==> src/verilog/nes_debugger_pkg.sv <==
// ##############################
// shared codes and widths for the nes debugger
// used by the rtl and the testbench through scoped names
// ##############################

package nes_debugger_pkg;

  // debugger address width as seen over spi
  localparam int DBG_ADDR_W = 16;

  // command bytes, first byte of every frame
  localparam logic [7:0] CMD_READ_MEM    = 8'h02;
  localparam logic [7:0] CMD_WRITE_MEM   = 8'h03;
  localparam logic [7:0] CMD_READ_VALUE  = 8'h04;
  localparam logic [7:0] CMD_WRITE_VALUE = 8'h05;

  // value ids
  localparam logic [7:0] VALUE_NES_CTRL  = 8'd0;
  localparam logic [7:0] VALUE_MEM_POOL  = 8'd1;
  localparam logic [7:0] VALUE_DEVICE_ID = 8'd2;

  // read-only identity, "NE" in ascii
  localparam logic [15:0] DEVICE_ID_CODE = 16'h4E45;

  // memory pool codes
  localparam logic POOL_PRG = 1'b0;
  localparam logic POOL_RAM = 1'b1;

endpackage

==> src/verilog/debugger_if.sv <==


interface dbg_value_if;
  logic        en;
  logic        wr;
  logic [7:0]  id;
  logic [15:0] wdata;
  logic [15:0] rdata;

  modport requester (output en, output wr, output id, output wdata, input rdata);
  modport target (input en, input wr, input id, input wdata, output rdata);
endinterface

==> src/verilog/debugger_values.sv <==
// ##############################
// debugger control values
// nes reset and pool select, plus the device id
// ##############################

module debugger_values (
  input  logic         i_clk,
  input  logic         i_rst,
  dbg_value_if.target  value,
  output logic         o_nes_rst,
  output logic         o_pool
);

  logic r_nes_rst;
  logic r_pool;

  // nes held in reset until the host lets it go
  always_ff @(posedge i_clk)
  begin
    if (i_rst)
    begin
      r_nes_rst <= 1'b1;
      r_pool    <= nes_debugger_pkg::POOL_PRG;
    end
    else if (value.en && value.wr)
    begin
      case (value.id)
        nes_debugger_pkg::VALUE_NES_CTRL: r_nes_rst <= value.wdata[0];
        nes_debugger_pkg::VALUE_MEM_POOL: r_pool    <= value.wdata[0];
        default: ;
      endcase
    end
  end

  always_comb
  begin
    case (value.id)
      nes_debugger_pkg::VALUE_NES_CTRL:  value.rdata = {15'd0, r_nes_rst};
      nes_debugger_pkg::VALUE_MEM_POOL:  value.rdata = {15'd0, r_pool};
      nes_debugger_pkg::VALUE_DEVICE_ID: value.rdata = nes_debugger_pkg::DEVICE_ID_CODE;
      default:                           value.rdata = 16'd0;
    endcase
  end

  assign o_nes_rst = r_nes_rst;
  assign o_pool    = r_pool;

endmodule

==> src/flat_wrapper.sv <==
// flat-port wrapper written by rule: the top's interface ports become plain ports
module debugger_values_flat 
  (i_clk, i_rst, o_nes_rst, o_pool, value_en, value_wr, value_id, value_wdata, value_rdata);
  dbg_value_if value_i ();
  input  logic i_clk;
  input  logic i_rst;
  output logic o_nes_rst;
  output logic o_pool;
  input wire logic [$bits(value_i.en)-1:0] value_en;
  input wire logic [$bits(value_i.wr)-1:0] value_wr;
  input wire logic [$bits(value_i.id)-1:0] value_id;
  input wire logic [$bits(value_i.wdata)-1:0] value_wdata;
  output wire logic [$bits(value_i.rdata)-1:0] value_rdata;
  assign value_i.en = value_en;
  assign value_i.wr = value_wr;
  assign value_i.id = value_id;
  assign value_i.wdata = value_wdata;
  assign value_rdata = value_i.rdata;
  debugger_values u_core (.i_clk(i_clk), .i_rst(i_rst), .value(value_i), .o_nes_rst(o_nes_rst), .o_pool(o_pool));
endmodule
==> config.mk <==
export PLATFORM = sky130hd
export DESIGN_NAME = debugger_values_flat
export DESIGN_NICKNAME = d
export VERILOG_FILES = /design/src/verilog/nes_debugger_pkg.sv /design/src/verilog/debugger_if.sv /design/src/verilog/debugger_values.sv /design/src/flat_wrapper.sv
export SDC_FILE = /design/constraint.sdc
export NUM_CORES = 1
export LEC_CHECK = 0
export ABC_AREA = 1
export BUFFER_PORTS_ARGS = -buffer_cell sky130_fd_sc_hd__buf_2
export CORE_AREA = 2 2 39 41
export DETAILED_ROUTE_END_ITERATION = 12
export DIE_AREA = 0 0 41 43
export PLACE_DENSITY = 0.65
export RECOVER_POWER = 50
export REMOVE_ABC_BUFFERS = 1
export SYNTH_ARGS = -nofsm -noshare
export SYNTH_HDL_FRONTEND = slang
export SYNTH_SLANG_ARGS = --single-unit
export TNS_END_PERCENT = 5
==> constraint.sdc <==
create_clock -name i_clk -period 1.1 [get_ports i_clk]
set_clock_uncertainty 0.2 [all_clocks]
set_input_delay 0.055 -clock i_clk [delete_from_list [all_inputs] [get_ports i_clk]]
set_output_delay 0.055 -clock i_clk [all_outputs]
set_load 0.01 [all_outputs]
==> results.txt, run 1 <==
Pwr per Cell Area: 731 mW/mm^2
Fill cells: 158
Seq. cell area: 42.5 um^2
ANT nets after route: 0
FF+latch count, synth: 2
IO Count: 46
Die X: 41 um
RR Endpoint: u_core.o_pool
Initial Utilization: 0.207
Final net count: 98
Worst R2R Setup Slack: 0.31 ns
CTS Buffer Depth: 2
Pre-antenna DRT Iters: 1
Core ar.: 0.00138 mm^2
Number of global-route vias before repair: 244
Sink Count: 2
Met1 wire length: 214 um
DR WL met3: 65 um
Initial antenna violation count: 0
Crit start category: register
Non-filler cells, final: 84
Via count: 296
Final hold viol count: 0
Final worst setup slack: 0.0379 ns
WL met2: 284 um
Period utilization: 0.966
Hold path startpoint: value_wr
Clk root buf: clkbuf_4
R2R cell count: 2
WHS: 0.0266 ns
Crit path cell chain: nand2_2 > nand3_1 > buf_2
Post-Syn Area per Cell: 6.10 um^2
Num rows: 14
Hold Path Class: in2reg
Max_cap viols: 0
CP Capture Type: output pin
Area Growth Syn to Fin: 46.3%
Placed Cells: 78
Sequential fraction of the synthesis area: 0.140
Largest net degree at the start of global routing: 7
Slew Viols, Final: 0
Setup violators final: 0
Status: complete, no violations
Crit path time final: 1.06 ns
Crit path required time: 0.84 ns
First-pass GRT wire length: 745 um
Routed wire length: 564 um
Average wire per cell in the routed design: 6.71 um
Die height: 43 um
Initial DRC Count: 0
Mapped Area: 287 um^2
Worst-Skew Late Latency: 0.22 ns
Worst-path clk slew: 0.03 ns
Gr usage total: 0.0631
Final Wtd Congestion: 0.664
Hold path depth: 5
DR DRC count: 0
Leak: 0.242 nW
N_diodes: 0
Layout cells sized above 1: 0.500
Syn. warnings: 0
Multi-input combinational cell area: 178 um^2
TritonCTS Buffers: 3
Max Clk Rate: 942 MHz
Grt total ovfl: 0
Setup Crit Path Kind: reg2out
Commonest cells after routing, fill and taps aside: 19 x buf_2, 9 x conb_1, 6 x inv_1, 6 x nand3_1, 6 x nand2_1
RSZ-0062 raised after global routing: yes
CP peak stage delay: 0.32 ns
Worst Path Max Fanout: 3
Placement Setup Slack: -0.0299 ns
Reg-to-reg startpoint: u_core.o_pool
HPWL after detailed placement: 461 um
Vias per inst: 3.52
H-tree level count: 1
Total power draw: 0.307 mW
Distinct cells, synth: 11
CP Depth: 3
Hold path endpoint: u_core.o_nes_rst
Slowest CP cell: dfxtp_2
Max Used Layer: met3
Die area: 0.00176 mm^2
Cell count after synthesis: 47
Cell family with most CP delay: flip-flops
CTS tree: built
Critical path arrival: 0.81 ns
WP buf/inv: 1
Most common cell after layout, fill and taps aside: buf_2
VDD IR max: 0.363 mV
# port buffers: 21
## timing repair
action | in CTS | in global routing
cloned | 0 | 0
hold buffers | 2 | 0
endpoints found under the setup margin | 6 | 7
hold endpoints to repair | 2 | 0
setup buffers | 0 | 1
resized for setup | 2 | 8
pin swaps | 1 | 3
## routing by layer
layer  vias to the layer above  global-route usage
met5                         -                   0
met4                         0              0.0600
met3                         0              0.0157
met2                        19               0.106
met1                       117              0.0541
li1                        160                   -
## metrics by stage
| stage | cell area [um^2] | utilization | TNS, ns |
|---|---|---|---|
| after global placement | 337 | 0.243 | -0.0956 |
| after CTS | 384 | 0.278 | 0 |
| final | 419 | 0.303 | 0 |
| after floorplan | 211 | - | 0 |
| after detailed placement | 337 | 0.243 | -0.173 |
| after global routing | 419 | 0.303 | -0.128 |
## worst max-delay path by stage
stage / start / to / slack [ns]
after floorplan: value_id[3] / value_rdata[10] / 0.04
after global placement: value_id[3] / value_rdata[10] / -0.02
after detailed placement: value_id[3] / value_rdata[2] / -0.03
after CTS: u_core.o_nes_rst / value_rdata[0] / 0.002
after global routing: value_id[3] / value_rdata[14] / -0.03
final: u_core.o_nes_rst / value_rdata[0] / 0.04
## cells in the mapped netlist
master,count,area [um^2]
buf_4,14,105
dfxtp_1,2,40.0
nand2_2,1,6.26
nand3_1,6,30.0
conb_1,1,3.75
inv_1,7,26.3
a21oi_1,1,5.00
nand2_1,7,26.3
nor2_2,5,31.3
nor3_1,1,5.00
nor2_1,2,7.51
## cell type report
cell class                      instances  share of cell area
Inverter                                7              0.0627
Sequential cell                         2               0.101
Tap cell                               16              0.0478
Timing Repair Buffer                   24               0.310
Clock buffer                            3              0.0537
Multi-Input combinational cell         32               0.424
## report_power, final
part	switching, mW	internal, mW	total [mW]
combinational	0.0431	0.0301	0.0732
sequential	0.0000755	0.0732	0.0733
clock	0.0399	0.120	0.160
## worst register-to-register path, stage by stage, from the launching register on
cell	delay (ns)
dfxtp_2	0.31
a21oi_1	0.11
nor2_1	0.06
## logic make-up after synthesis
group / count (synthesis) / share of synthesized area
AOI/OAI and AO/OA: 1 / 0.0175
other: 1 / 0.0131
DFF: 2 / 0.140
and+or+nand+nor: 22 / 0.371
buffers and inverters: 21 / 0.459
## state kept, by name, summed over array words and instances, names as in the netlist
register	flops
u_core.o_pool	1
u_core.o_nes_rst	1
Power figures use the tool's default switching activity.
==> inputs of run 2 (changes only) <==
--- a/config.mk
+++ b/config.mk
@@ -5,12 +5,11 @@
 export SDC_FILE = /design/constraint.sdc
 export NUM_CORES = 1
 export LEC_CHECK = 0
-export ABC_AREA = 1
 export BUFFER_PORTS_ARGS = -buffer_cell sky130_fd_sc_hd__buf_2
 export CORE_AREA = 2 2 39 41
 export DETAILED_ROUTE_END_ITERATION = 12
 export DIE_AREA = 0 0 41 43
-export PLACE_DENSITY = 0.65
+export PLACE_DENSITY = 0.64
 export RECOVER_POWER = 50
 export REMOVE_ABC_BUFFERS = 1
 export SYNTH_ARGS = -nofsm -noshare
==> results.txt, run 2 <==
Status: complete, but fails checks (was complete, no violations)
Failing checks: negative hold slack, negative setup slack
Setup_tns: -0.842 ns (was 0 ns)
Final net count: 87 (was 98)
Core ar.: 0.00138 mm^2 (unchanged)
# Post-CTS Setup Buffers: 0 (unchanged)
Slowest CP cell: nor4_4 (was dfxtp_2)
Placed Cells: 67 (was 78)
Via count: 271 (was 296)
Placement Setup Slack: -0.171 ns (was -0.0299 ns)
Final worst setup slack: -0.131 ns (was 0.0379 ns)
Worst-Skew Late Latency: 0.22 ns (about the same)
First-pass GRT wire length: 800 um (was 745 um)
Non-filler cells, final: 73 (was 84)
Most used DFF post-synth: dfxtp_1 (unchanged)
Distinct cells, synth: 15 (was 11)
Area Growth Syn to Fin: 45.5% (was 46.3%)
Most instantiated cells after synthesis: 14 x buf_4, 4 x nor2_1, 2 x dfxtp_1, 2 x mux2i_1, 2 x nand2b_1 (was 14 x buf_4, 7 x inv_1, 7 x nand2_1)
Max Clk Rate: 813 MHz (was 942 MHz)
Largest net degree at the start of global routing: 7 (unchanged)
Crit start category: primary input (was register)
WP buf/inv: 3 (was 1)
Hold Path Class: in2reg (unchanged)
Total power draw: 0.307 mW (about the same)
FF+latch count, synth: 2 (unchanged)
Placed inst area: 340 um^2 (was 337 um^2)
CTS Buffer Depth: 2 (unchanged)
Top-area cell type share of the netlist area: 0.382 (was 0.367)
Slew Viols, Final: 0 (unchanged)
Post-synthesis simple-gate area fraction: 0.341 (was 0.371)
Hold path startpoint: value_id[1] (was value_wr)
Sink Count: 2 (unchanged)
Mapped Area: 275 um^2 (was 287 um^2)
Fin area: 400 um^2 (was 419 um^2)
# port buffers: 21 (unchanged)
Vias per inst: 3.71 (was 3.52)
Max_cap viols: 0 (unchanged)
Grt total ovfl: 0 (unchanged)
HPWL after detailed placement: 475 um (was 461 um)
Worst Path Max Fanout: 6 (was 3)
Routed wire length: 560 um (was 564 um)
Gr usage total: 0.0741 (was 0.0631)
Clk root buf: clkbuf_4 (unchanged)
Logic pwr share: 0.224 (was 0.239)
Period utilization: 1.12 (was 0.966)
Num rows: 14 (unchanged)
Sequential Power Share: 0.239 (about the same)
Int Pwr: 0.227 mW (was 0.223 mW)
Worst-path clk slew: 0.03 ns (about the same)
Initial antenna violation count: 0 (unchanged)
Clock share of power: 0.538 (was 0.522)
Largest area contributor in the netlist: buf_4 (unchanged)
Number of global-route vias before repair: 226 (was 244)
Setup Crit Path Kind: in2out (was reg2out)
Ys async rst share: 0 (unchanged)
Initial DRC Count: 2 (was 0)
Post-synthesis mux area share: 0.0727 (was 0)
Xor/xnor share of the synthesized area: 0 (unchanged)
Post-Syn Area per Cell: 8.10 um^2 (was 6.10 um^2)
Commonest cells after routing, fill and taps aside: 20 x buf_2, 9 x conb_1, 4 x nor2_1, 3 x clkbuf_4, 3 x dlygate4sd3_1 (was 19 x buf_2, 9 x conb_1, 6 x inv_1, 6 x nand3_1, 6 x nand2_1)
Crit path required time: 0.84 ns (about the same)
Pwr per Cell Area: 766 mW/mm^2 (was 731 mW/mm^2)
Switch Pwr: 0.0796 mW (was 0.0831 mW)
Compound-Gate Fraction of Synth Area: 0.0455 (was 0.0175)
IO Count: 46 (unchanged)
Average wire per cell in the routed design: 7.67 um (was 6.71 um)
DR DRC count: 0 (unchanged)
CP Capture Type: output pin (unchanged)
Final Wtd Congestion: 0.494 (was 0.664)
Post-synth EDFFs: 0 (unchanged)
Sequential fraction of the synthesis area: 0.145 (was 0.140)
Final hold viol count: 2 (was 0)
Worst Setup SP: value_id[5] (was u_core.o_nes_rst)
Main combinational cell family by area after synthesis: buffers and inverters (unchanged)
Crit path cell chain: buf_2 > nor4_4 > nand2_2 > nor3b_2 > buf_4 > buf_2 (was nand2_2 > nand3_1 > buf_2)
ANT nets after route: 0 (unchanged)
Crit path time final: 1.23 ns (was 1.06 ns)
Cell count after synthesis: 34 (was 47)
Critical path arrival: 0.98 ns (was 0.81 ns)
VDD IR max: 0.214 mV (was 0.363 mV)
Layout cells sized above 1: 0.526 (was 0.500)
TritonCTS Buffers: 3 (unchanged)
Most common cell after layout, fill and taps aside: buf_2 (unchanged)
H-tree level count: 1 (unchanged)
CTS tree: built (unchanged)
Adder-Cell Fraction of Synth Area: 0 (unchanged)
Setup violators final: 7 (was 0)
Post-layout util: 0.289 (was 0.303)
Fill cells: 165 (was 158)
Syn. warnings: 0 (unchanged)
Switching share of total power: 0.260 (was 0.271)
Cell with the most instances after synthesis: buf_4 (unchanged)
Largest cells by area after synthesis: buf_4 38%, dfxtp_1 15%, nor4_4 7.7%, mux2i_1 7.3%, nor2_1 5.5% (was buf_4 37%, dfxtp_1 14%, nor2_2 11%, nand3_1 10%, inv_1 9.2%)
CP peak stage delay: 0.30 ns (was 0.32 ns)
Cell family with most CP delay: simple AND/OR/NAND/NOR gates (was flip-flops)
Pre-antenna DRT Iters: 2 (was 1)
Die area: 0.00176 mm^2 (unchanged)
Leak: 0.220 nW (was 0.242 nW)
Die height: 43 um (unchanged)
Most used cell, CP: buf_2
RSZ-0062 raised after global routing: yes (unchanged)
WHS: -0.00651 ns (was 0.0266 ns)
Die X: 41 um (unchanged)
N_diodes: 0 (unchanged)
Initial Utilization: 0.199 (was 0.207)
Reg-to-reg startpoint: u_core.o_nes_rst (was u_core.o_pool)
-- run 2: layer usage --
layer | wire length (um) | global-route usage
met4 | 0 | 0.0800
met1 | 204 | 0.0605
met5 | 0 | 0
met2 | 273 | 0.106
met3 | 82 | 0.0471
-- run 2: power by group through the flow --
stage          Clock (mW)  Sequential, mW  Combinational [mW]
6_report            0.165          0.0731              0.0687
5_1_grt             0.183          0.0731              0.0772
4_1_cts             0.175          0.0731              0.0680
3_5_place_dp            0          0.0741              0.0593
3_3_place_gp            0          0.0741              0.0581
2_1_floorplan           0          0.0741              0.0264
-- run 2: layout make-up --
cell class / instances / area [um^2] / area share
clock buffers: 3 / 22.5 / 0.0562
repair buffers: 26 / 149 / 0.372
multi-input cells: 26 / 168 / 0.419
well taps: 16 / 20.0 / 0.0500
flip-flops and latches: 2 / 41.3 / 0.103
-- run 2: worst reg2reg max path: cells and delay by family, from the launching register on --
family,cells,cell delay [ns]
AND/OR/NAND/NOR,1,0.10
flip-flops,1,0.32
multiplexers,1,0.07
-- run 2: path summary, 6_finish.rpt --
check | end | slack (ns) | cells past startpoint
setup / recovery | value_rdata[11] | -0.13 | 6
hold / removal | u_core.o_nes_rst | -0.007 | 4
setup reg to reg | u_core.o_nes_rst | 0.30 | 2
hold reg to reg | u_core.o_pool | 0.28 | 2
-- run 2: what timing repair did --
item                                    in CTS  in global routing
endpoints found under the setup margin       7                  8
pin swaps                                    1                  0
hold buffers                                 3                  0
gates resized for setup                      2                  1
hold endpoints to repair                     2                  0
-- run 2: cell families after synthesis --
kind of cell,count (synthesis)
AND/OR/NAND/NOR,13
flip-flops,2
multiplexers,2
AO/OA/AOI/OAI,2
other,1
buffers and inverters,14
