### config.mk
export PLATFORM = sky130hd
export DESIGN_NAME = debugger_cmd_flat
export DESIGN_NICKNAME = d
export VERILOG_FILES = /design/src/verilog/nes_debugger_pkg.sv /design/src/verilog/debugger_if.sv /design/src/verilog/debugger_cmd.sv /design/src/flat_wrapper.sv
export SDC_FILE = /design/constraint.sdc
export NUM_CORES = 1
export LEC_CHECK = 0
export BUFFER_PORTS_ARGS = -buffer_cell sky130_fd_sc_hd__buf_2
export CORE_ASPECT_RATIO = 1.5
export CORE_MARGIN = 10
export CORE_UTILIZATION = 58
export CTS_CLUSTER_DIAMETER = 30
export DETAILED_ROUTE_END_ITERATION = 10
export GPL_ROUTABILITY_DRIVEN = 0
export PLACE_DENSITY = 0.9
export SYNTH_ARGS = -nofsm -noshare
export SYNTH_HDL_FRONTEND = slang
export SYNTH_SLANG_ARGS = --single-unit
### constraint.sdc
create_clock -name i_clk -period 4 [get_ports i_clk]
set_input_delay 0.8 -clock i_clk [delete_from_list [all_inputs] [get_ports i_clk]]
set_output_delay 0.8 -clock i_clk [all_outputs]
set_load 0.05 [all_outputs]
### src/verilog/nes_debugger_pkg.sv
// ##############################
// shared codes and widths for the nes debugger
// used by the rtl and the testbench through scoped names
// ##############################

package nes_debugger_pkg;

  // debugger address width as seen over spi
  localparam int DBG_ADDR_W = 16;

  // command bytes, first byte of every frame
  localparam logic [7:0] CMD_READ_MEM    = 8'h02;
  localparam logic [7:0] CMD_WRITE_MEM   = 8'h03;
  localparam logic [7:0] CMD_READ_VALUE  = 8'h04;
  localparam logic [7:0] CMD_WRITE_VALUE = 8'h05;

  // value ids
  localparam logic [7:0] VALUE_NES_CTRL  = 8'd0;
  localparam logic [7:0] VALUE_MEM_POOL  = 8'd1;
  localparam logic [7:0] VALUE_DEVICE_ID = 8'd2;

  // read-only identity, "NE" in ascii
  localparam logic [15:0] DEVICE_ID_CODE = 16'h4E45;

  // memory pool codes
  localparam logic POOL_PRG = 1'b0;
  localparam logic POOL_RAM = 1'b1;

endpackage

### src/verilog/debugger_if.sv
// ##############################
// internal buses of the debugger
// spi bytes, memory requests and value accesses
// ##############################

interface spi_byte_if;
  logic [7:0] rx_byte;
  logic       rx_dv;
  logic       frame;
  logic [7:0] tx_byte;
  logic       tx_dv;

  modport peripheral (output rx_byte, output rx_dv, output frame,
                      input tx_byte, input tx_dv);
  modport host (input rx_byte, input rx_dv, input frame,
                output tx_byte, output tx_dv);
endinterface

interface dbg_mem_if;
  // en held until done, rw high for a read
  logic                                en;
  logic                                rw;
  logic [nes_debugger_pkg::DBG_ADDR_W-1:0] addr;
  logic [7:0]                          wdata;
  logic [7:0]                          rdata;
  logic                                done;

  modport requester (output en, output rw, output addr, output wdata,
                     input rdata, input done);
  modport target (input en, input rw, input addr, input wdata,
                  output rdata, output done);
endinterface

interface dbg_value_if;
  logic        en;
  logic        wr;
  logic [7:0]  id;
  logic [15:0] wdata;
  logic [15:0] rdata;

  modport requester (output en, output wr, output id, output wdata, input rdata);
  modport target (input en, input wr, input id, input wdata, output rdata);
endinterface

### src/verilog/debugger_cmd.sv
// ##############################
// command parser, turns spi bytes into memory
// and value accesses and queues the reply bytes
// ##############################

module debugger_cmd (
  input  logic            i_clk,
  input  logic            i_rst,
  spi_byte_if.host        spi,
  dbg_mem_if.requester    mem,
  dbg_value_if.requester  value
);

  typedef enum logic [3:0] {
    S_IDLE,
    S_ADDR_HI,
    S_ADDR_LO,
    S_COUNT,
    S_MEM_READ,
    S_MEM_WRITE,
    S_VALUE_ID,
    S_VALUE_FETCH,
    S_VALUE_RD_HI,
    S_VALUE_RD_LO,
    S_VALUE_WR_HI,
    S_VALUE_WR_LO,
    S_IGNORE
  } state_t;

  state_t                                  r_state;
  logic [7:0]                              r_cmd;
  logic [nes_debugger_pkg::DBG_ADDR_W-1:0] r_addr;
  logic [7:0]                              r_count;
  logic                                    r_mem_en;
  logic                                    r_mem_rw;
  logic [7:0]                              r_mem_wdata;
  logic                                    r_value_en;
  logic                                    r_value_wr;
  logic [7:0]                              r_value_id;
  logic [15:0]                             r_value_data;
  logic [7:0]                              r_tx_byte;
  logic                                    r_tx_dv;

  always_ff @(posedge i_clk)
  begin
    if (i_rst)
    begin
      r_state    <= S_IDLE;
      r_mem_en   <= 1'b0;
      r_value_en <= 1'b0;
      r_tx_dv    <= 1'b0;
    end
    else
    begin
      r_tx_dv    <= 1'b0;
      r_value_en <= 1'b0;

      // a memory access always runs to done, even across a frame end
      if (mem.done)
      begin
        r_mem_en <= 1'b0;
        r_addr   <= r_addr + 1'b1;
        if (r_state == S_MEM_READ)
        begin
          r_tx_byte <= mem.rdata;
          r_tx_dv   <= 1'b1;
        end
      end

      if (!spi.frame)
        r_state <= S_IDLE;
      else if (r_state == S_VALUE_FETCH)
      begin
        r_value_data <= value.rdata;
        r_tx_byte    <= value.rdata[15:8];
        r_tx_dv      <= 1'b1;
        r_state      <= S_VALUE_RD_HI;
      end
      else if (spi.rx_dv)
      begin
        case (r_state)
          S_IDLE:
          begin
            r_cmd <= spi.rx_byte;
            case (spi.rx_byte)
              nes_debugger_pkg::CMD_READ_MEM,
              nes_debugger_pkg::CMD_WRITE_MEM:   r_state <= S_ADDR_HI;
              nes_debugger_pkg::CMD_READ_VALUE,
              nes_debugger_pkg::CMD_WRITE_VALUE: r_state <= S_VALUE_ID;
              default:                           r_state <= S_IGNORE;
            endcase
          end
          S_ADDR_HI:
          begin
            r_addr[15:8] <= spi.rx_byte;
            r_state      <= S_ADDR_LO;
          end
          S_ADDR_LO:
          begin
            r_addr[7:0] <= spi.rx_byte;
            r_state     <= S_COUNT;
          end
          S_COUNT:
          begin
            r_count <= spi.rx_byte;
            if (spi.rx_byte == 8'd0)
              r_state <= S_IDLE;
            else if (r_cmd == nes_debugger_pkg::CMD_READ_MEM)
            begin
              // first read goes out now so its byte is ready for dummy one
              r_mem_en <= 1'b1;
              r_mem_rw <= 1'b1;
              r_state  <= S_MEM_READ;
            end
            else
              r_state <= S_MEM_WRITE;
          end
          S_MEM_READ:
          begin
            r_count <= r_count - 8'd1;
            if (r_count == 8'd1)
              r_state <= S_IDLE;
            else
            begin
              r_mem_en <= 1'b1;
              r_mem_rw <= 1'b1;
            end
          end
          S_MEM_WRITE:
          begin
            r_mem_en    <= 1'b1;
            r_mem_rw    <= 1'b0;
            r_mem_wdata <= spi.rx_byte;
            r_count     <= r_count - 8'd1;
            if (r_count == 8'd1)
              r_state <= S_IDLE;
          end
          S_VALUE_ID:
          begin
            r_value_id <= spi.rx_byte;
            if (r_cmd == nes_debugger_pkg::CMD_READ_VALUE)
            begin
              r_value_en <= 1'b1;
              r_value_wr <= 1'b0;
              r_state    <= S_VALUE_FETCH;
            end
            else
              r_state <= S_VALUE_WR_HI;
          end
          S_VALUE_RD_HI:
          begin
            r_tx_byte <= r_value_data[7:0];
            r_tx_dv   <= 1'b1;
            r_state   <= S_VALUE_RD_LO;
          end
          S_VALUE_RD_LO: r_state <= S_IDLE;
          S_VALUE_WR_HI:
          begin
            r_value_data[15:8] <= spi.rx_byte;
            r_state            <= S_VALUE_WR_LO;
          end
          S_VALUE_WR_LO:
          begin
            r_value_data[7:0] <= spi.rx_byte;
            r_value_en        <= 1'b1;
            r_value_wr        <= 1'b1;
            r_state           <= S_IDLE;
          end
          // unknown command, drop bytes until chip select rises
          default: r_state <= S_IGNORE;
        endcase
      end
    end
  end

  assign mem.en      = r_mem_en;
  assign mem.rw      = r_mem_rw;
  assign mem.addr    = r_addr;
  assign mem.wdata   = r_mem_wdata;
  assign value.en    = r_value_en;
  assign value.wr    = r_value_wr;
  assign value.id    = r_value_id;
  assign value.wdata = r_value_data;
  assign spi.tx_byte = r_tx_byte;
  assign spi.tx_dv   = r_tx_dv;

endmodule

### src/flat_wrapper.sv
// flat-port wrapper written by rule: the top's interface ports become plain ports
module debugger_cmd_flat 
  (i_clk, i_rst, spi_rx_byte, spi_rx_dv, spi_frame, spi_tx_byte, spi_tx_dv, mem_en, mem_rw, mem_addr, mem_wdata, mem_rdata, mem_done, value_en, value_wr, value_id, value_wdata, value_rdata);
  spi_byte_if spi_i ();
  dbg_mem_if mem_i ();
  dbg_value_if value_i ();
  input  logic i_clk;
  input  logic i_rst;
  input wire logic [$bits(spi_i.rx_byte)-1:0] spi_rx_byte;
  input wire logic [$bits(spi_i.rx_dv)-1:0] spi_rx_dv;
  input wire logic [$bits(spi_i.frame)-1:0] spi_frame;
  output wire logic [$bits(spi_i.tx_byte)-1:0] spi_tx_byte;
  output wire logic [$bits(spi_i.tx_dv)-1:0] spi_tx_dv;
  output wire logic [$bits(mem_i.en)-1:0] mem_en;
  output wire logic [$bits(mem_i.rw)-1:0] mem_rw;
  output wire logic [$bits(mem_i.addr)-1:0] mem_addr;
  output wire logic [$bits(mem_i.wdata)-1:0] mem_wdata;
  input wire logic [$bits(mem_i.rdata)-1:0] mem_rdata;
  input wire logic [$bits(mem_i.done)-1:0] mem_done;
  output wire logic [$bits(value_i.en)-1:0] value_en;
  output wire logic [$bits(value_i.wr)-1:0] value_wr;
  output wire logic [$bits(value_i.id)-1:0] value_id;
  output wire logic [$bits(value_i.wdata)-1:0] value_wdata;
  input wire logic [$bits(value_i.rdata)-1:0] value_rdata;
  assign spi_i.rx_byte = spi_rx_byte;
  assign spi_i.rx_dv = spi_rx_dv;
  assign spi_i.frame = spi_frame;
  assign spi_tx_byte = spi_i.tx_byte;
  assign spi_tx_dv = spi_i.tx_dv;
  assign mem_en = mem_i.en;
  assign mem_rw = mem_i.rw;
  assign mem_addr = mem_i.addr;
  assign mem_wdata = mem_i.wdata;
  assign mem_i.rdata = mem_rdata;
  assign mem_i.done = mem_done;
  assign value_en = value_i.en;
  assign value_wr = value_i.wr;
  assign value_id = value_i.id;
  assign value_wdata = value_i.wdata;
  assign value_i.rdata = value_rdata;
  debugger_cmd u_core (.i_clk(i_clk), .i_rst(i_rst), .spi(spi_i), .mem(mem_i), .value(value_i));
endmodule
==> results of run 1 <==
## kinds of logic after synthesis
logic type,Yosys count,synth area share
flip-flops,81,0.577
buffers and inverters,26,0.0312
multiplexers,9,0.0220
adder cells (fa/ha/maj),3,0.00917
XOR/XNOR,19,0.0406
AND/OR/NAND/NOR,166,0.208
AO/OA/AOI/OAI,66,0.112
## power by group through the flow
stage | registers (uW) | clock network, uW | logic (uW)
floorplan | 1060 | 0 | 86.0
global placement | 995 | 0 | 215
detailed placement | 997 | 0 | 222
CTS | 978 | 591 | 222
global route | 982 | 619 | 239
finish | 978 | 591 | 223
## cell usage in the layout, fill, tap and decap left out, types with 7 or more instances in the layout
master     n
clkbuf_8  10
nor3_1     8
buf_2     97
o22ai_1    9
nand4_1    8
nor2_1    26
xnor2_1    7
xor2_1    12
inv_1      7
a22oi_1    8
mux2i_1    9
o21ai_0   14
nand2_1   73
edfxtp_1  74
a21oi_1   13
dfxtp_1    7
nand3_1    8
## worst max-delay path: stages, from the launching register on
cell and delay, ns:
dfxtp_1 0.60, nor2b_2 0.33, nor2b_2 0.86, a21oi_1 0.07, nor2_1 0.51
## flip-flops by register name, indices dropped and copies added, names as in the netlist
name,cells
u_core.mem.addr,16
u_core.mem.en,1
u_core.mem.rw,1
u_core.mem.wdata,8
u_core.r_cmd,8
u_core.r_count,8
u_core.r_state,4
u_core.spi.tx_byte,8
u_core.spi.tx_dv,1
u_core.value.en,1
u_core.value.id,8
u_core.value.wdata,16
u_core.value.wr,1
## path summary, 6_finish.rpt
kind	startpoint	endpoint	slack [ns]	depth (start not counted)
worst min register to register	u_core.mem.en	u_core.mem.en	0.47	2
worst min-delay path	u_core.mem.en	u_core.mem.en	0.47	2
worst max-delay path	u_core.r_state[2]	u_core.value.wdata[6]	1.25	4
worst max register to register	u_core.r_state[2]	u_core.value.wdata[6]	1.25	4
## cell type report
cell class / instances / area [um2]
Sequential cell: 81 / 2360
Fill cell: 494 / 2070
Multi-Input combinational cell: 263 / 1610
Timing Repair Buffer: 98 / 493
Clock buffer: 12 / 145
Tap cell: 78 / 97.6
Clock inverter: 4 / 45.0
Inverter: 8 / 30.0
## through the flow
stage,hold slack [ns],cells
3_3_place_gp,0.461,528
5_1_grt,0.505,544
4_1_cts,0.474,544
3_5_place_dp,0.462,528
2_1_floorplan,0.640,370
6_report,0.474,544
## routing by layer
layer / track usage / share of wire / vias to the layer above
li1: - / - / 1551
met1: 0.211 / 0.35 / 1662
met2: 0.336 / 0.52 / 182
met3: 0.0507 / 0.089 / 32
met4: 0.119 / 0.035 / 0
met5: 0 / 0 / -
==> out/metrics.yaml, run 1 <==
fin_total_pwr_uw: 1790
drv_slew: 0
cts.sinks: 81
power_frac_seq: 0.546
viasPerCell: 6.30
die-area_um2: 10900
period_needed_ns: 2.75
grt_pass1_wl_um: 16600
area_growth_pct: 16.7
drive_gt1_frac: 0.270
place_area_um2: 4590
drc_errors: 0
clk-insertion-delay-late_ns: 0.36
yosysMostFrequentCell: "edfxtp_1"
setup_viol: 0
ys_seq_elements: 81
firstDrtPassIters: 6
diodes: 0
tns_ns: 0
ys_async_sr_fraction: 0
synthFlopType: "edfxtp_1"
tightest_slew_ns: 1.15
syn_inst: 370
synth_cell_types: 59
grt_max_degree: 30
nets: 501
drt-total-wl_um: 10800
cts_made_buffers: 9
wl_per_cell_um: 19.9
power_leakage_uw: 0.00184
p_per_area_nw_per_um2: 375
ys_top_cells_by_area: "edfxtp_1, nand2_1, dfxtp_1, xor2_1, nor2_1"
antenna_found_initial: 0
htreeDepth: 3
yosys_warnings: 0
power.switching_uw: 469
comb_power_share: 0.124
fp.dieW_um: 88.6
grt_use_total: 0.196
critical_path.max_fanout: 29
arrival_ns: 2.74
max_freq_ghz: 0.364
synth_top_area_cell: "edfxtp_1"
start_util: 0.598
postCtsHoldBufs: 0
avgSynthCellArea_um2: 11.1
cts-root-buf: "clkbuf_8"
rsz0062_at_grt: "no"
finalCritPeriodShare: 0.686
ant_nets: 0
synth_common_cells: "edfxtp_1, nand2_1, nor2_1"
drt_iter0_drc: 478
drv_cap: 0
yosysTopAreaCellShare: 0.543
cp-start-kind: "register"
hold_viol: 0
status: "completed"
hold_path_class: "reg -> reg"
cts_tree: "built"
clk_pin_slew_worst_paths_ns: 0.08
grt_overflow_total: 0
postLayoutCellArea_um2: 4780
yosysSeqAreaShare: 0.577
cts_resized: 0
clkPwrFrac: 0.330
clockBufferDepth: 2
relSlewSlack: 0.229
intPower_uw: 1320
vias: 3427
io_pins: 98
swShare: 0.262
setup_ws_ns: 1.25
synth-edff-count: 74
rows: 37
skew_ns: 0.00866
fp.coreArea_um2: 6850
critPathKind: "reg -> reg"
crit_required_ns: 3.99
synth.cell_area_um2: 4100
grt_pass1_vias: 3354
dp_hpwl_um: 7930
post-cts-setup-buffers: 0
fp.dieH_um: 123
fin_util: 0.698
portBuffers: 97
worst_setup_path_end_kind: "register"
vdd_drop_max_mv: 0.160
mappedNetlistNets: 410
dpl_worst_slack_ns: 1.32
No activity file was read; power rests on OpenSTA's default activity.
==> inputs of run 2 (changes only) <==
Settings changed: CORE_UTILIZATION 58 to 49, PLACE_DENSITY 0.9 to 0.82.
Clock period 4 ns to 2.5 ns, I/O delays scaled along.
==> run 2 against run 1 <==
Net effect:
- die area up 15%
- setup slack worse by 1.0 ns
- first-iteration DRC count down 14%
- routed wire length up 7.0%
- count of clock-buffer cells in the layout unchanged
- via count down 0.85%
- clock power rose to 2.6 times the previous value
- sequential power up 60%
- flip-flop and latch count unchanged
- total power up 95%
- non-clock buffer count up 8
==> out/metrics.yaml, run 2 (synthesis gave the netlist of run 1 again) <==
r2r-end: "u_core.r_state[2]"
tns_ns: 0
grt_pass1_vias: 3474
cts_made_buffers: 9
post-cts-setup-buffers: 0
grt_max_degree: 29
io_pins: 98
clk-insertion-delay-late_ns: 0.34
die-area_um2: 12500
max_freq_ghz: 0.445
fp.coreArea_um2: 8110
cts_tree: "built"
clockBufferDepth: 2
start_util: 0.505
firstDrtPassIters: 5
layout_commonest_cell: "buf_2"
hold_viol: 0
skew_ns: 0.00766
period_needed_ns: 2.25
crit_start: "u_core.r_state[1]"
wl_per_cell_um: 20.0
vias: 3398
p_per_area_nw_per_um2: 691
ant_nets: 0
cts.sinks: 81
postCtsHoldBufs: 0
area_growth_pct: 23.1
cts-root-buf: "clkbuf_16"
crit_required_ns: 2.70
dp_hpwl_um: 8210
r2r_slack_ns: 0.25
portBuffers: 97
fin_util: 0.622
regArea_um2: 2360
viasPerCell: 5.87
rsz0062_at_grt: "no"
grt_pass1_wl_um: 18400
relSlewSlack: 0.528
status: "completed"
vdd_drop_max_mv: 0.443
htreeDepth: 3
grt_use_total: 0.188
hold_path_class: "in -> reg"
critPathKind: "reg -> reg"
multi_input_area_um2: 1610
drive_gt1_frac: 0.285
grt_overflow_total: 0
clk_pin_slew_worst_paths_ns: 0.06
r2r_start: "u_core.r_state[1]"
arrival_ns: 2.45
cp-endpoint: "u_core.r_state[2]"
finalCritPeriodShare: 0.899
nets: 509
cp-start-kind: "register"
power_leakage_uw: 0.00195
fp.dieH_um: 132
cts_resized: 0
rr_worst_depth: 4
fillers: 673
drt_iter0_drc: 409
worst_setup_path_end_kind: "register"
setup_viol: 0
drv_cap: 0
critical_path.max_fanout: 19
antenna_found_initial: 0
rows: 40
drc_errors: 0
diodes: 0
fp.dieW_um: 94.6
drv_slew: 0
tightest_slew_ns: 0.708
mostFrequentLayoutCells: "buf_2, edfxtp_1, nand2_1, nor2_1, o21ai_0"
fin_total_pwr_uw: 3480
drt-total-wl_um: 11600
[run 2: cell types whose count changed in the layout (fill, tap and decap cells not counted), sizes merged]
cell / before / now
clkinv: 4 / 2
buf: 98 / 106
bufinv: 1 / 3
[run 2: how the worst min path moves through the flow]
stage,start,endpoint,slack [ns],cells past startpoint
after floorplan,i_rst,u_core.spi.tx_dv,0.57,1
after global placement,u_core.mem.en,u_core.mem.en,0.46,2
after detailed placement,u_core.mem.en,u_core.mem.en,0.45,2
after CTS,i_rst,u_core.spi.tx_dv,0.41,2
after global routing,i_rst,u_core.spi.tx_dv,0.43,2
final,i_rst,u_core.spi.tx_dv,0.43,2
[run 2: cell type report]
type | count | area share
clock inverter | 4 | 0.0196
multi-input combinational | 263 | 0.319
sequential | 81 | 0.469
timing repair buffer | 106 | 0.110
clock buffer | 12 | 0.0509
inverter | 8 | 0.00596
tap | 105 | 0.0261
[run 2: worst max-delay path: stages (launching register included)]
cell,delay [ns]
dfxtp_1,0.78
or3b_1,0.54
a32oi_4,0.14
nor4_1,0.50
a211oi_1,0.15
[run 2: metal layers]
layer | wire length (um) | GRT usage | part of all wire
met5 | 0 | 0 | 0
met3 | 1060 | 0.0587 | 0.091
met2 | 6000 | 0.323 | 0.52
met4 | 371 | 0.0835 | 0.032
met1 | 4150 | 0.202 | 0.36
[run 2: per-stage QoR]
step                      worst slack [ns]  cell area, um2  hold WS (ns)  instances
final                                0.252            5040         0.431        579
after global routing                0.0794            5040         0.432        579
after floorplan                      0.437            4100         0.569        370
after global placement               0.473            4680         0.456        563
after detailed placement             0.378            4680         0.453        563
after CTS                            0.381            5040         0.410        579
[run 2: where the power goes]
part	internal (uW)	leakage [uW]	total (uW)	switching (uW)
logic	110	0.00104	369	259
registers	1530	0.000741	1560	37.7
clock network	1030	0.000173	1550	518
