**src/verilog/debugger_if.sv**
```systemverilog
// ##############################
// internal buses of the debugger
// spi bytes, memory requests and value accesses
// ##############################

interface spi_byte_if;
  logic [7:0] rx_byte;
  logic       rx_dv;
  logic       frame;
  logic [7:0] tx_byte;
  logic       tx_dv;

  modport peripheral (output rx_byte, output rx_dv, output frame,
                      input tx_byte, input tx_dv);
  modport host (input rx_byte, input rx_dv, input frame,
                output tx_byte, output tx_dv);
endinterface


```
**src/verilog/spi_peripheral.sv**
```systemverilog
// ##############################
// spi mode-0 peripheral, one byte at a time
// all pins sampled on the system clock
// ##############################

module spi_peripheral (
  input  logic           i_clk,
  input  logic           i_rst,
  input  logic           i_spi_clk,
  input  logic           i_spi_cs_n,
  input  logic           i_spi_copi,
  output logic           o_spi_cipo,
  spi_byte_if.peripheral spi
);

  logic [1:0] r_clk_sync;
  logic [1:0] r_cs_sync;
  logic [1:0] r_copi_sync;
  logic       r_clk_prev;
  logic       w_rise;
  logic       w_fall;
  logic       w_active;
  logic [2:0] r_bit_cnt;
  logic [6:0] r_rx_shift;
  logic [7:0] r_rx_byte;
  logic       r_rx_dv;
  logic [7:0] r_tx_shift;
  logic [7:0] r_tx_next;

  // two-flop synchronisers plus one more stage on sclk for edges
  always_ff @(posedge i_clk)
  begin
    if (i_rst)
    begin
      r_clk_sync <= 2'b00;
      r_cs_sync  <= 2'b11;
      r_clk_prev <= 1'b0;
    end
    else
    begin
      r_clk_sync <= {r_clk_sync[0], i_spi_clk};
      r_cs_sync  <= {r_cs_sync[0], i_spi_cs_n};
      r_clk_prev <= r_clk_sync[1];
    end
  end

  always_ff @(posedge i_clk)
  begin
    r_copi_sync <= {r_copi_sync[0], i_spi_copi};
  end

  assign w_rise   = r_clk_sync[1] & ~r_clk_prev;
  assign w_fall   = ~r_clk_sync[1] & r_clk_prev;
  assign w_active = ~r_cs_sync[1];

  // receive, msb first on rising edges
  always_ff @(posedge i_clk)
  begin
    if (i_rst || !w_active)
    begin
      r_bit_cnt <= 3'd0;
      r_rx_dv   <= 1'b0;
    end
    else
    begin
      r_rx_dv <= 1'b0;
      if (w_rise)
      begin
        r_rx_shift <= {r_rx_shift[5:0], r_copi_sync[1]};
        r_bit_cnt  <= r_bit_cnt + 3'd1;
        if (r_bit_cnt == 3'd7)
        begin
          r_rx_byte <= {r_rx_shift, r_copi_sync[1]};
          r_rx_dv   <= 1'b1;
        end
      end
    end
  end

  // transmit buffer is consumed by the first rising edge of a byte
  always_ff @(posedge i_clk)
  begin
    if (i_rst)
    begin
      r_tx_next  <= 8'h00;
      r_tx_shift <= 8'h00;
    end
    else
    begin
      if (spi.tx_dv)
        r_tx_next <= spi.tx_byte;
      else if (!w_active || (w_rise && r_bit_cnt == 3'd0))
        r_tx_next <= 8'h00;

      // between bytes the msb of the next reply sits on cipo
      if (r_bit_cnt == 3'd0 && !w_rise)
        r_tx_shift <= r_tx_next;
      else if (w_fall && w_active)
        r_tx_shift <= {r_tx_shift[6:0], 1'b0};
    end
  end

  assign o_spi_cipo  = r_tx_shift[7];
  assign spi.rx_byte = r_rx_byte;
  assign spi.rx_dv   = r_rx_dv;
  assign spi.frame   = w_active;

endmodule
```
**src/flat_wrapper.sv**
```systemverilog
// flat-port wrapper written by rule: the top's interface ports become plain ports
module spi_peripheral_flat 
  (i_clk, i_rst, i_spi_clk, i_spi_cs_n, i_spi_copi, o_spi_cipo, spi_rx_byte, spi_rx_dv, spi_frame, spi_tx_byte, spi_tx_dv);
  spi_byte_if spi_i ();
  input  logic i_clk;
  input  logic i_rst;
  input  logic i_spi_clk;
  input  logic i_spi_cs_n;
  input  logic i_spi_copi;
  output logic o_spi_cipo;
  output wire logic [$bits(spi_i.rx_byte)-1:0] spi_rx_byte;
  output wire logic [$bits(spi_i.rx_dv)-1:0] spi_rx_dv;
  output wire logic [$bits(spi_i.frame)-1:0] spi_frame;
  input wire logic [$bits(spi_i.tx_byte)-1:0] spi_tx_byte;
  input wire logic [$bits(spi_i.tx_dv)-1:0] spi_tx_dv;
  assign spi_rx_byte = spi_i.rx_byte;
  assign spi_rx_dv = spi_i.rx_dv;
  assign spi_frame = spi_i.frame;
  assign spi_i.tx_byte = spi_tx_byte;
  assign spi_i.tx_dv = spi_tx_dv;
  spi_peripheral u_core (.i_clk(i_clk), .i_rst(i_rst), .i_spi_clk(i_spi_clk), .i_spi_cs_n(i_spi_cs_n), .i_spi_copi(i_spi_copi), .o_spi_cipo(o_spi_cipo), .spi(spi_i));
endmodule
```
**config.mk**
```make
export PLATFORM = sky130hd
export DESIGN_NAME = spi_peripheral_flat
export DESIGN_NICKNAME = d
export VERILOG_FILES = /design/src/verilog/debugger_if.sv /design/src/verilog/spi_peripheral.sv /design/src/flat_wrapper.sv
export SDC_FILE = /design/constraint.sdc
export NUM_CORES = 1
export LEC_CHECK = 0
export BUFFER_PORTS_ARGS = -buffer_cell sky130_fd_sc_hd__buf_4
export CAP_MARGIN = 30
export CORE_UTILIZATION = 42
export CTS_CLUSTER_DIAMETER = 40
export CTS_CLUSTER_SIZE = 14
export DETAILED_ROUTE_END_ITERATION = 12
export PLACE_DENSITY = 0.67
export REMOVE_ABC_BUFFERS = 1
export SLEW_MARGIN = 20
export SYNTH_ARGS = -nofsm -noshare
export SYNTH_HDL_FRONTEND = slang
export SYNTH_SLANG_ARGS = --single-unit
```
**constraint.sdc**
```tcl
create_clock -name i_clk -period 5.67 [get_ports i_clk]
set_clock_uncertainty 0.1 [all_clocks]
set_input_delay 1.134 -clock i_clk [delete_from_list [all_inputs] [get_ports i_clk]]
set_output_delay 1.134 -clock i_clk [all_outputs]
set_load 0.01 [all_outputs]
```
==> results.toml, run 1 <==
[run_status]
outcome = "finished, final reports clean"

[worst_setup_path]
critical_path_peak_fanout = 25
critPathMaxStageDelay_ns = 0.54
critPathCaptureType = "register"
cp-start-kind = "input port"
path_cells = "buf_4 > nor3b_2 > and2_1"
crit_path_top_delay_cell = "sky130_fd_sc_hd__nor3b_2"
worst_r2r_path_depth = 3
cp_data_required_time_ns = 5.53
worst_path_arrival_time_ns = 2.32
timing_worst_setup_path_type = "in -> reg"

[route]
number_of_iterations_in_the_first_detailed_routing_pass = 4
detail_route.wl_per_cell_um = 13.0
finalWirelength_mm = 2.54
vias = 1012
route.detailed.vias_per_inst = 5.16
drc = 0
drt_iter0_drc = 32
route.antenna.remaining_nets = 0

[layout]
antenna_cells = 0
nNetsFinal = 164
layout-drive-gt1-share_pct = 33.1
synthToLayoutAreaGrowth_pct = 15.2

[sta]
worst_pin_slew_ns = 0.598
final-hold-violation-count = 0
worst_slew_margin_rel_pct = 59.9
timing_max_transition_violations_final = 0
rsz0062_at_grt = "no"
setup_viol_count_final = 0
fin_crit_sh_pct = 43.3
totalNegativeSetupSlack_ns = 0
maximum_clock_rate_mhz = 407
finalCriticalPeriod_ns = 2.46

[yosys]
synth-compound-area-share_pct = 11.8
ys_top_cells_by_area = "sky130_fd_sc_hd__dfxtp_1 33%, sky130_fd_sc_hd__edfxtp_1 28%, sky130_fd_sc_hd__a311oi_2 6.4%, sky130_fd_sc_hd__a32oi_1 4.3%, sky130_fd_sc_hd__buf_6 3.5%"
synth.top_cell.area_share_pct = 33.2
synth_area_um2 = 1630
synth-edff-count = 15
yosys.area_share.simple_pct = 18.2
yosysWarnings = 0
synth_seq_cells = 42
synth-xor-area-share_pct = 0.537
main_combinational_cell_family_by_area_after_synthesis = "simple AND/OR/NAND/NOR gates"
adder_cell_share_of_the_synthesized_area_pct = 2.30
dominant_cell_by_count_in_the_synthesized_netlist = "sky130_fd_sc_hd__dfxtp_1"
synth.distinct_cells = 28
synth_area_leader_cell = "sky130_fd_sc_hd__dfxtp_1"
syn_area_per_cell_um2 = 13.0
yosys-mux-area-fraction_pct = 1.23
synth_sequential_area_ratio_pct = 60.8
synth-async-reset-ratio_pct = 0
ys_dominant_reg_cell = "sky130_fd_sc_hd__dfxtp_1"
synth_top_cells_by_count = "27 x sky130_fd_sc_hd__dfxtp_1, 15 x sky130_fd_sc_hd__edfxtp_1, 11 x sky130_fd_sc_hd__nand2_1"
synth_cells = 125

[global_routing]
number_of_global_route_vias_before_repair = 1046
gr-usage-all-layers_pct = 14.2
globalRoute.totalOverflow = 0
first_pass_grt_wire_length_mm = 4.42
antenna_violations_before_repair = 0
grt_start_max_net_pins = 26

[worst_hold_path]
min-delay-path-class = "reg -> reg"
cells_on_worst_hold_path = 0

[job]
cap_viol_max_count = 0

[floorplanning]
floorplan.die.height_um = 64.3
placementRows = 22
dieArea_um2 = 4140
die-width_um = 64.3
starting_density_of_the_core_pct = 44.2
io_pins = 25
core_area_um2 = 3690

[clocking]
tritoncts_buffer_count = 5
ctsResizeCount = 0
clock_tree.root_cell = "sky130_fd_sc_hd__clkbuf_8"
worst_skew_pair.late_latency_ns = 0.29
clk_pin_slew_worst_paths_ns = 0.07
h-tree-depth = 2
clkSinkCount = 42
cts_buffer_depth = 2
cts.repair_timing.setup_buffer_count = 0
cts_tree = "built"
cts_hold_buf = 0

[power]
vdd.ir_drop.worst_mv = 0.118
static-leakage-power_nw = 0.656
power_mw = 0.530
power-per-cell-area_nw_per_um2 = 282

[place]
port-buffer-count = 24
gp_congestion = 0.767
place.detailed.hpwl_mm = 1.83
## final timing paths
path,start,to,slack [ns]
setup / recovery,i_rst,u_core.spi.rx_byte[4],3.21
hold / removal,u_core.r_copi_sync[0],u_core.r_copi_sync[1],0.23
setup reg to reg,u_core.r_clk_sync[1],u_core.spi.rx_byte[4],3.41
hold reg to reg,u_core.r_copi_sync[0],u_core.r_copi_sync[1],0.23
## area by class of cell
class	count	area [µm²]
clock buffers	8	80.1
fillers	345	1810
inverters	3	11.3
multi-input cells	71	556
flip-flops and latches	42	991
well taps	48	60.1
repair buffers	24	180
## flip-flops by register name (all words and copies together) (netlist names)
| name | count |
|---|---|
| u_core.r_bit_cnt | 3 |
| u_core.r_tx_shift | 8 |
| u_core.spi.rx_byte | 8 |
| u_core.r_copi_sync | 2 |
| u_core.r_rx_shift | 7 |
| u_core.r_clk_prev | 1 |
| u_core.r_cs_sync | 2 |
| u_core.r_tx_next | 8 |
| u_core.r_clk_sync | 2 |
| u_core.spi.rx_dv | 1 |
## through the flow
step / util, % / area [µm²] / cells / hold slack [ns] / setup slack (ns)
floorplan: - / 1560 / 116 / 0.210 / 3.35
global placement: 48.7 / 1800 / 188 / 0.212 / 2.98
detailed placement: 48.7 / 1800 / 188 / 0.212 / 2.86
CTS: 50.9 / 1880 / 196 / 0.229 / 3.17
global route: 50.9 / 1880 / 196 / 0.238 / 3.07
finish: 50.9 / 1880 / 196 / 0.229 / 3.21
## cell usage in the layout (no fill, tap or decap), drive strengths merged, types with 4 or more instances in the layout
master and count:
dfxtp 27, buf 24, edfxtp 15, nand2 14, nor3 10, nor2 9
a32oi 8, clkbuf 8, a311oi 7, nor2b 4
## power breakdown
part           internal (mW)  switching [mW]
Clock                 0.0874          0.0906
Combinational         0.0152          0.0145
Sequential             0.318         0.00503
Total                  0.420           0.110
## metal layers
| metal | vias up | track usage (%) | routed length [µm] |
|---|---|---|---|
| met3 | 6 | 4.82 | 104 |
| met5 | - | 0 | 0 |
| li1 | 492 | - | - |
| met2 | 18 | 24.3 | 1300 |
| met4 | 0 | 8.33 | 59 |
| met1 | 496 | 15.1 | 1070 |
## kinds of logic after synthesis
logic type,Yosys count
AO/OA/AOI/OAI,17
XOR/XNOR,1
adder cells (fa/ha/maj),3
buffers and inverters,12
flip-flops,42
multiplexers,2
AND/OR/NAND/NOR,48
## critical path: cells and delay by family
family,cells,cell delay [ns]
buffers and inverters,1,0.21
AND/OR/NAND/NOR,2,0.97
No activity file was read; power rests on OpenSTA's default activity.
==> run 2: changes to the inputs <==
- clock period: 5.67 -> 2.45 ns (I/O delays scaled with it)
==> run 2 against run 1 <==
Net effect:
- via count is 0.89% higher
- sequential power up 130%
- sequential share of layout area down 0.21 points
- first-iteration DRC count increased by 63%
- critical endpoint is now u_core.spi.rx_byte[5]
- total power up 130%
- largest cell class unchanged
==> results.toml, run 2 (synthesis gave the netlist of run 1 again) <==
[sta]
worst_pin_slew_ns = 0.585
totalNegativeSetupSlack_ns = 0
timing_max_transition_violations_final = 0
maximum_clock_rate_mhz = 530
fin_crit_sh_pct = 77.1
fin_worst_hold_slack_ns = 0.202
final-hold-violation-count = 0
rsz0062_at_grt = "no"
setup_viol_count_final = 0
finalCriticalPeriod_ns = 1.89
worst_slew_margin_rel_pct = 61.0

[job]
cap_viol_max_count = 0

[route]
route.antenna.remaining_nets = 0
drt_iter0_drc = 52
detail_route.wl_per_cell_um = 13.2
vias = 1021
number_of_iterations_in_the_first_detailed_routing_pass = 4
route.detailed.vias_per_inst = 5.18
finalWirelength_mm = 2.61
drc = 0

[worst_setup_path]
worst_path_arrival_time_ns = 1.74
cp-start-kind = "register"
timing_worst_setup_path_type = "reg -> reg"
critPathCaptureType = "register"
cp_data_required_time_ns = 2.30
critical_path_peak_fanout = 14

[layout]
final_cell_mix = "27 x sky130_fd_sc_hd__dfxtp_1, 25 x sky130_fd_sc_hd__buf_4, 15 x sky130_fd_sc_hd__edfxtp_1, 11 x sky130_fd_sc_hd__nand2_1, 9 x sky130_fd_sc_hd__nor2_1"
antenna_cells = 0
seqCellArea_um2 = 991
layout.cells.most_common = "sky130_fd_sc_hd__dfxtp_1"
synthToLayoutAreaGrowth_pct = 15.7
nNetsFinal = 165
final.fill_count = 343
multi_input_area_um2 = 556
layout-drive-gt1-share_pct = 33.6

[floorplanning]
io_pins = 25
placementRows = 22
starting_density_of_the_core_pct = 44.2
core_area_um2 = 3690
dieArea_um2 = 4140
die-width_um = 64.3
floorplan.die.height_um = 64.3

[clocking]
worst_skew_pair.late_latency_ns = 0.28
cts.repair_timing.setup_buffer_count = 0
h-tree-depth = 2
tritoncts_buffer_count = 5
clk_pin_slew_worst_paths_ns = 0.07
cts_hold_buf = 0
clkSinkCount = 42
ctsResizeCount = 0
cts_buffer_depth = 2
clock_tree.root_cell = "sky130_fd_sc_hd__clkbuf_8"
cts_tree = "built"

[power]
combPwrFrac_pct = 5.7
vdd.ir_drop.worst_mv = 0.374
power-per-cell-area_nw_per_um2 = 652
clkPwrFrac_pct = 33.5
static-leakage-power_nw = 0.662
power.switching_mw = 0.256
p_sw_share_pct = 20.8
power.internal_mw = 0.973
p_seq_share_pct = 60.8

[run_status]
outcome = "finished, final reports clean"

[global_routing]
grt_start_max_net_pins = 26
global_route.peak_usage_layer = "met2"
globalRoute.totalOverflow = 0
first_pass_grt_wire_length_mm = 4.49
grtUsageMet1_pct = 16.9
antenna_violations_before_repair = 0
grtUsageMet2_pct = 23.6
gr-usage-all-layers_pct = 14.7
number_of_global_route_vias_before_repair = 1003
met3_usage_pct = 3.21

[place]
gp_congestion = 0.752
port-buffer-count = 24
place.detailed.hpwl_mm = 1.73

[worst_hold_path]
min-delay-path-class = "in -> reg"
[run 2: cell count changes in the layout (fill, tap and decap cells not counted), sizes merged]
cell / previous run / this run
buf: 24 / 25
[run 2: final timing paths]
kind                          from                     to  slack, ns  cells after the start
min reg2reg  u_core.r_copi_sync[0]  u_core.r_copi_sync[1]       0.23                      0
max reg2reg   u_core.r_clk_sync[1]  u_core.spi.rx_byte[5]       0.56                      3
max           u_core.r_clk_sync[1]  u_core.spi.rx_byte[5]       0.56                      3
min                     i_spi_copi  u_core.r_copi_sync[0]       0.20                      1
[run 2: layout make-up]
class	instances	area share [%]
sequential	42	52.6
multi-input combinational	71	29.5
timing repair buffer	25	9.95
clock buffer	8	4.25
tap	48	3.19
inverter	3	0.597
[run 2: stage by stage]
step | setup slack (ns) | cells | area (µm²) | power, mW | utilization (%)
2_1_floorplan | 0.480 | 116 | 1560 | 0.797 | -
3_3_place_gp | 0.667 | 189 | 1810 | 0.830 | 48.9
3_5_place_dp | 0.572 | 189 | 1810 | 0.833 | 48.9
4_1_cts | 0.537 | 197 | 1890 | 1.25 | 51.1
5_1_grt | 0.433 | 197 | 1890 | 1.28 | 51.1
6_report | 0.562 | 197 | 1890 | 1.23 | 51.1
[run 2: worst max-delay path, cell delays in order, from the launching register on]
cell and delay [ns]:
sky130_fd_sc_hd__dfxtp_1 0.44, sky130_fd_sc_hd__nor2b_4 0.39, sky130_fd_sc_hd__nor3b_2 0.24, sky130_fd_sc_hd__and2_1 0.38
[run 2: metal layers]
metal | part of all wire [%] | vias up
li1 | - | 495
met1 | 43 | 487
met2 | 50 | 30
met3 | 4.3 | 9
met4 | 3.5 | 0
met5 | 0 | -
[run 2: power groups by stage]
| stage | clock network, mW | registers [mW] | logic [mW] |
|---|---|---|---|
| after CTS | 0.429 | 0.747 | 0.0705 |
| after floorplan | 0 | 0.760 | 0.0365 |
| after global routing | 0.456 | 0.749 | 0.0759 |
| after detailed placement | 0 | 0.763 | 0.0695 |
| final | 0.411 | 0.748 | 0.0698 |
| after global placement | 0 | 0.763 | 0.0672 |
==> run 3: changes to the inputs <==
- clock period: 2.45 -> 1.79 ns (I/O delays scaled with it)
==> run 3 against run 2 <==
Net effect:
- sequential cell count stayed put
- setup slack got worse by 0.34 ns
- sequential share of layout area fell by 1.6 points
- non-clock buffer count grew 4
- largest power group unchanged
- combinational power increased by 46%
- register-to-register slack worse by 0.34 ns
- first-iteration DRC count shrank 69%
- utilization grew 1.6 points
==> results.toml, run 3 (synthesis gave the netlist of run 1 again) <==
[layout]
layout.cells.most_common = "sky130_fd_sc_hd__buf_4"
final-instance-count-excl-fill = 201
synthToLayoutAreaGrowth_pct = 19.3
final_cell_mix = "29 x sky130_fd_sc_hd__buf_4, 27 x sky130_fd_sc_hd__dfxtp_1, 15 x sky130_fd_sc_hd__edfxtp_1, 11 x sky130_fd_sc_hd__nand2_1, 9 x sky130_fd_sc_hd__nor2_1"
antenna_cells = 0
nNetsFinal = 169
layout-drive-gt1-share_pct = 37.9

[global_routing]
antenna_violations_before_repair = 0
number_of_global_route_vias_before_repair = 922
gr-usage-all-layers_pct = 13.8
globalRoute.totalOverflow = 0
grt_start_max_net_pins = 25
first_pass_grt_wire_length_mm = 4.15

[sta]
maximum_clock_rate_mhz = 636
worst_pin_slew_ns = 0.487
fin_crit_sh_pct = 87.8
timing_max_transition_violations_final = 0
setup_viol_count_final = 0
finalCriticalPeriod_ns = 1.57
final-hold-violation-count = 0
totalNegativeSetupSlack_ns = 0
fin_worst_hold_slack_ns = 0.0662
worst_slew_margin_rel_pct = 67.4
rsz0062_at_grt = "no"

[power]
p_sw_share_pct = 20.1
power.internal_mw = 1.47
combPwrFrac_pct = 5.6
vdd.ir_drop.worst_mv = 0.428
power.switching_mw = 0.370
clkPwrFrac_pct = 38.9
power_mw = 1.84
static-leakage-power_nw = 0.703
power-per-cell-area_nw_per_um2 = 945
p_seq_share_pct = 55.5

[route]
detail_route.wl_per_cell_um = 12.7
route.detailed.vias_per_inst = 4.99
number_of_iterations_in_the_first_detailed_routing_pass = 5
drt_iter0_drc = 16
finalWirelength_mm = 2.55
drc = 0
vias = 1002
route.antenna.remaining_nets = 0

[worst_setup_path]
critPathLaunch = "u_core.r_bit_cnt[0]"
timing_worst_setup_path_type = "reg -> reg"
worst_r2r_startpoint = "u_core.r_bit_cnt[0]"
critical_path_peak_fanout = 8
critPathCaptureType = "register"
cp-start-kind = "register"
cp_data_required_time_ns = 1.86
worst_path_arrival_time_ns = 1.65

[clocking]
clock_tree.root_cell = "sky130_fd_sc_hd__clkbuf_8"
cts_hold_buf = 0
clkSinkCount = 42
worst_skew_pair.late_latency_ns = 0.29
clk_pin_slew_worst_paths_ns = 0.08
cts_tree = "built"
tritoncts_buffer_count = 5
cts.repair_timing.setup_buffer_count = 0
cts_buffer_depth = 2
h-tree-depth = 2

[floorplanning]
die-width_um = 64.3
io_pins = 25
dieArea_um2 = 4140
placementRows = 22
core_area_um2 = 3690
floorplan.die.height_um = 64.3
starting_density_of_the_core_pct = 44.2

[job]
cap_viol_max_count = 0

[worst_hold_path]
min-delay-path-class = "in -> reg"
worstHoldStart = "i_spi_copi"

[run_status]
outcome = "finished, final reports clean"

[place]
numPlacedInstances = 193
port-buffer-count = 24
gp_congestion = 0.779
place.detailed.hpwl_mm = 1.86
==> run 3: changes by cell type in the layout (fill, tap and decap cells not counted), sizes merged <==
cell / delta
bufinv: +1
clkinv: +2
clkbuf: -3
buf: +4
==> run 3: through the flow <==
| step | util [%] | area [µm²] | worst slack (ns) |
|---|---|---|---|
| after floorplan | - | 1560 | -0.180 |
| after global placement | 49.8 | 1840 | 0.109 |
| after detailed placement | 49.8 | 1840 | 0.0721 |
| after CTS | 52.7 | 1940 | 0.0555 |
| after global routing | 52.7 | 1950 | 0.114 |
| final | 52.7 | 1950 | 0.218 |
==> run 3: repair_timing <==
item | 4_1_cts | 5_1_grt
hold endpoints to repair | 0 | 0
setup endpoints to repair | 0 | 15
gates resized for setup | 0 | 2
==> run 3: power by group through the flow <==
stage	Combinational (mW)	Clock, mW	Sequential [mW]
CTS	0.103	0.742	1.02
detailed placement	0.103	0	1.04
global route	0.112	0.779	1.02
floorplan	0.0500	0	1.04
global placement	0.100	0	1.04
finish	0.102	0.716	1.02
==> run 3: final cells by class <==
cell class                 count  area (µm²)
inverter                       3        11.3
multi-input combinational     71         557
sequential                    42         991
clock buffer                   5        68.8
fill                         337        1740
timing repair buffer          29         218
clock inverter                 3        40.0
tap                           48        60.1
==> run 3: path summary, 6_finish.rpt <==
check	cells past startpoint	slack, ns	endpoint
max	5	0.22	u_core.r_tx_next[7]
max reg2reg	5	0.22	u_core.r_tx_next[7]
min reg2reg	0	0.23	u_core.r_copi_sync[1]
min	1	0.07	u_core.r_copi_sync[0]
==> run 3: per-layer routing <==
layer | GRT usage, % | up-vias | wire length (µm)
met1 | 15.8 | 474 | 1150
met2 | 21.2 | 18 | 1230
met3 | 5.89 | 5 | 101
met4 | 8.33 | 0 | 65
met5 | 0 | - | 0
li1 | - | 505 | -
==> run 3: worst max-delay path, stage by stage (launching register included) <==
cell and delay, ns:
sky130_fd_sc_hd__dfxtp_1 0.34, sky130_fd_sc_hd__inv_1 0.06, sky130_fd_sc_hd__ha_1 0.21, sky130_fd_sc_hd__nand4bb_1 0.34
sky130_fd_sc_hd__a32oi_1 0.35, sky130_fd_sc_hd__nor2_1 0.06
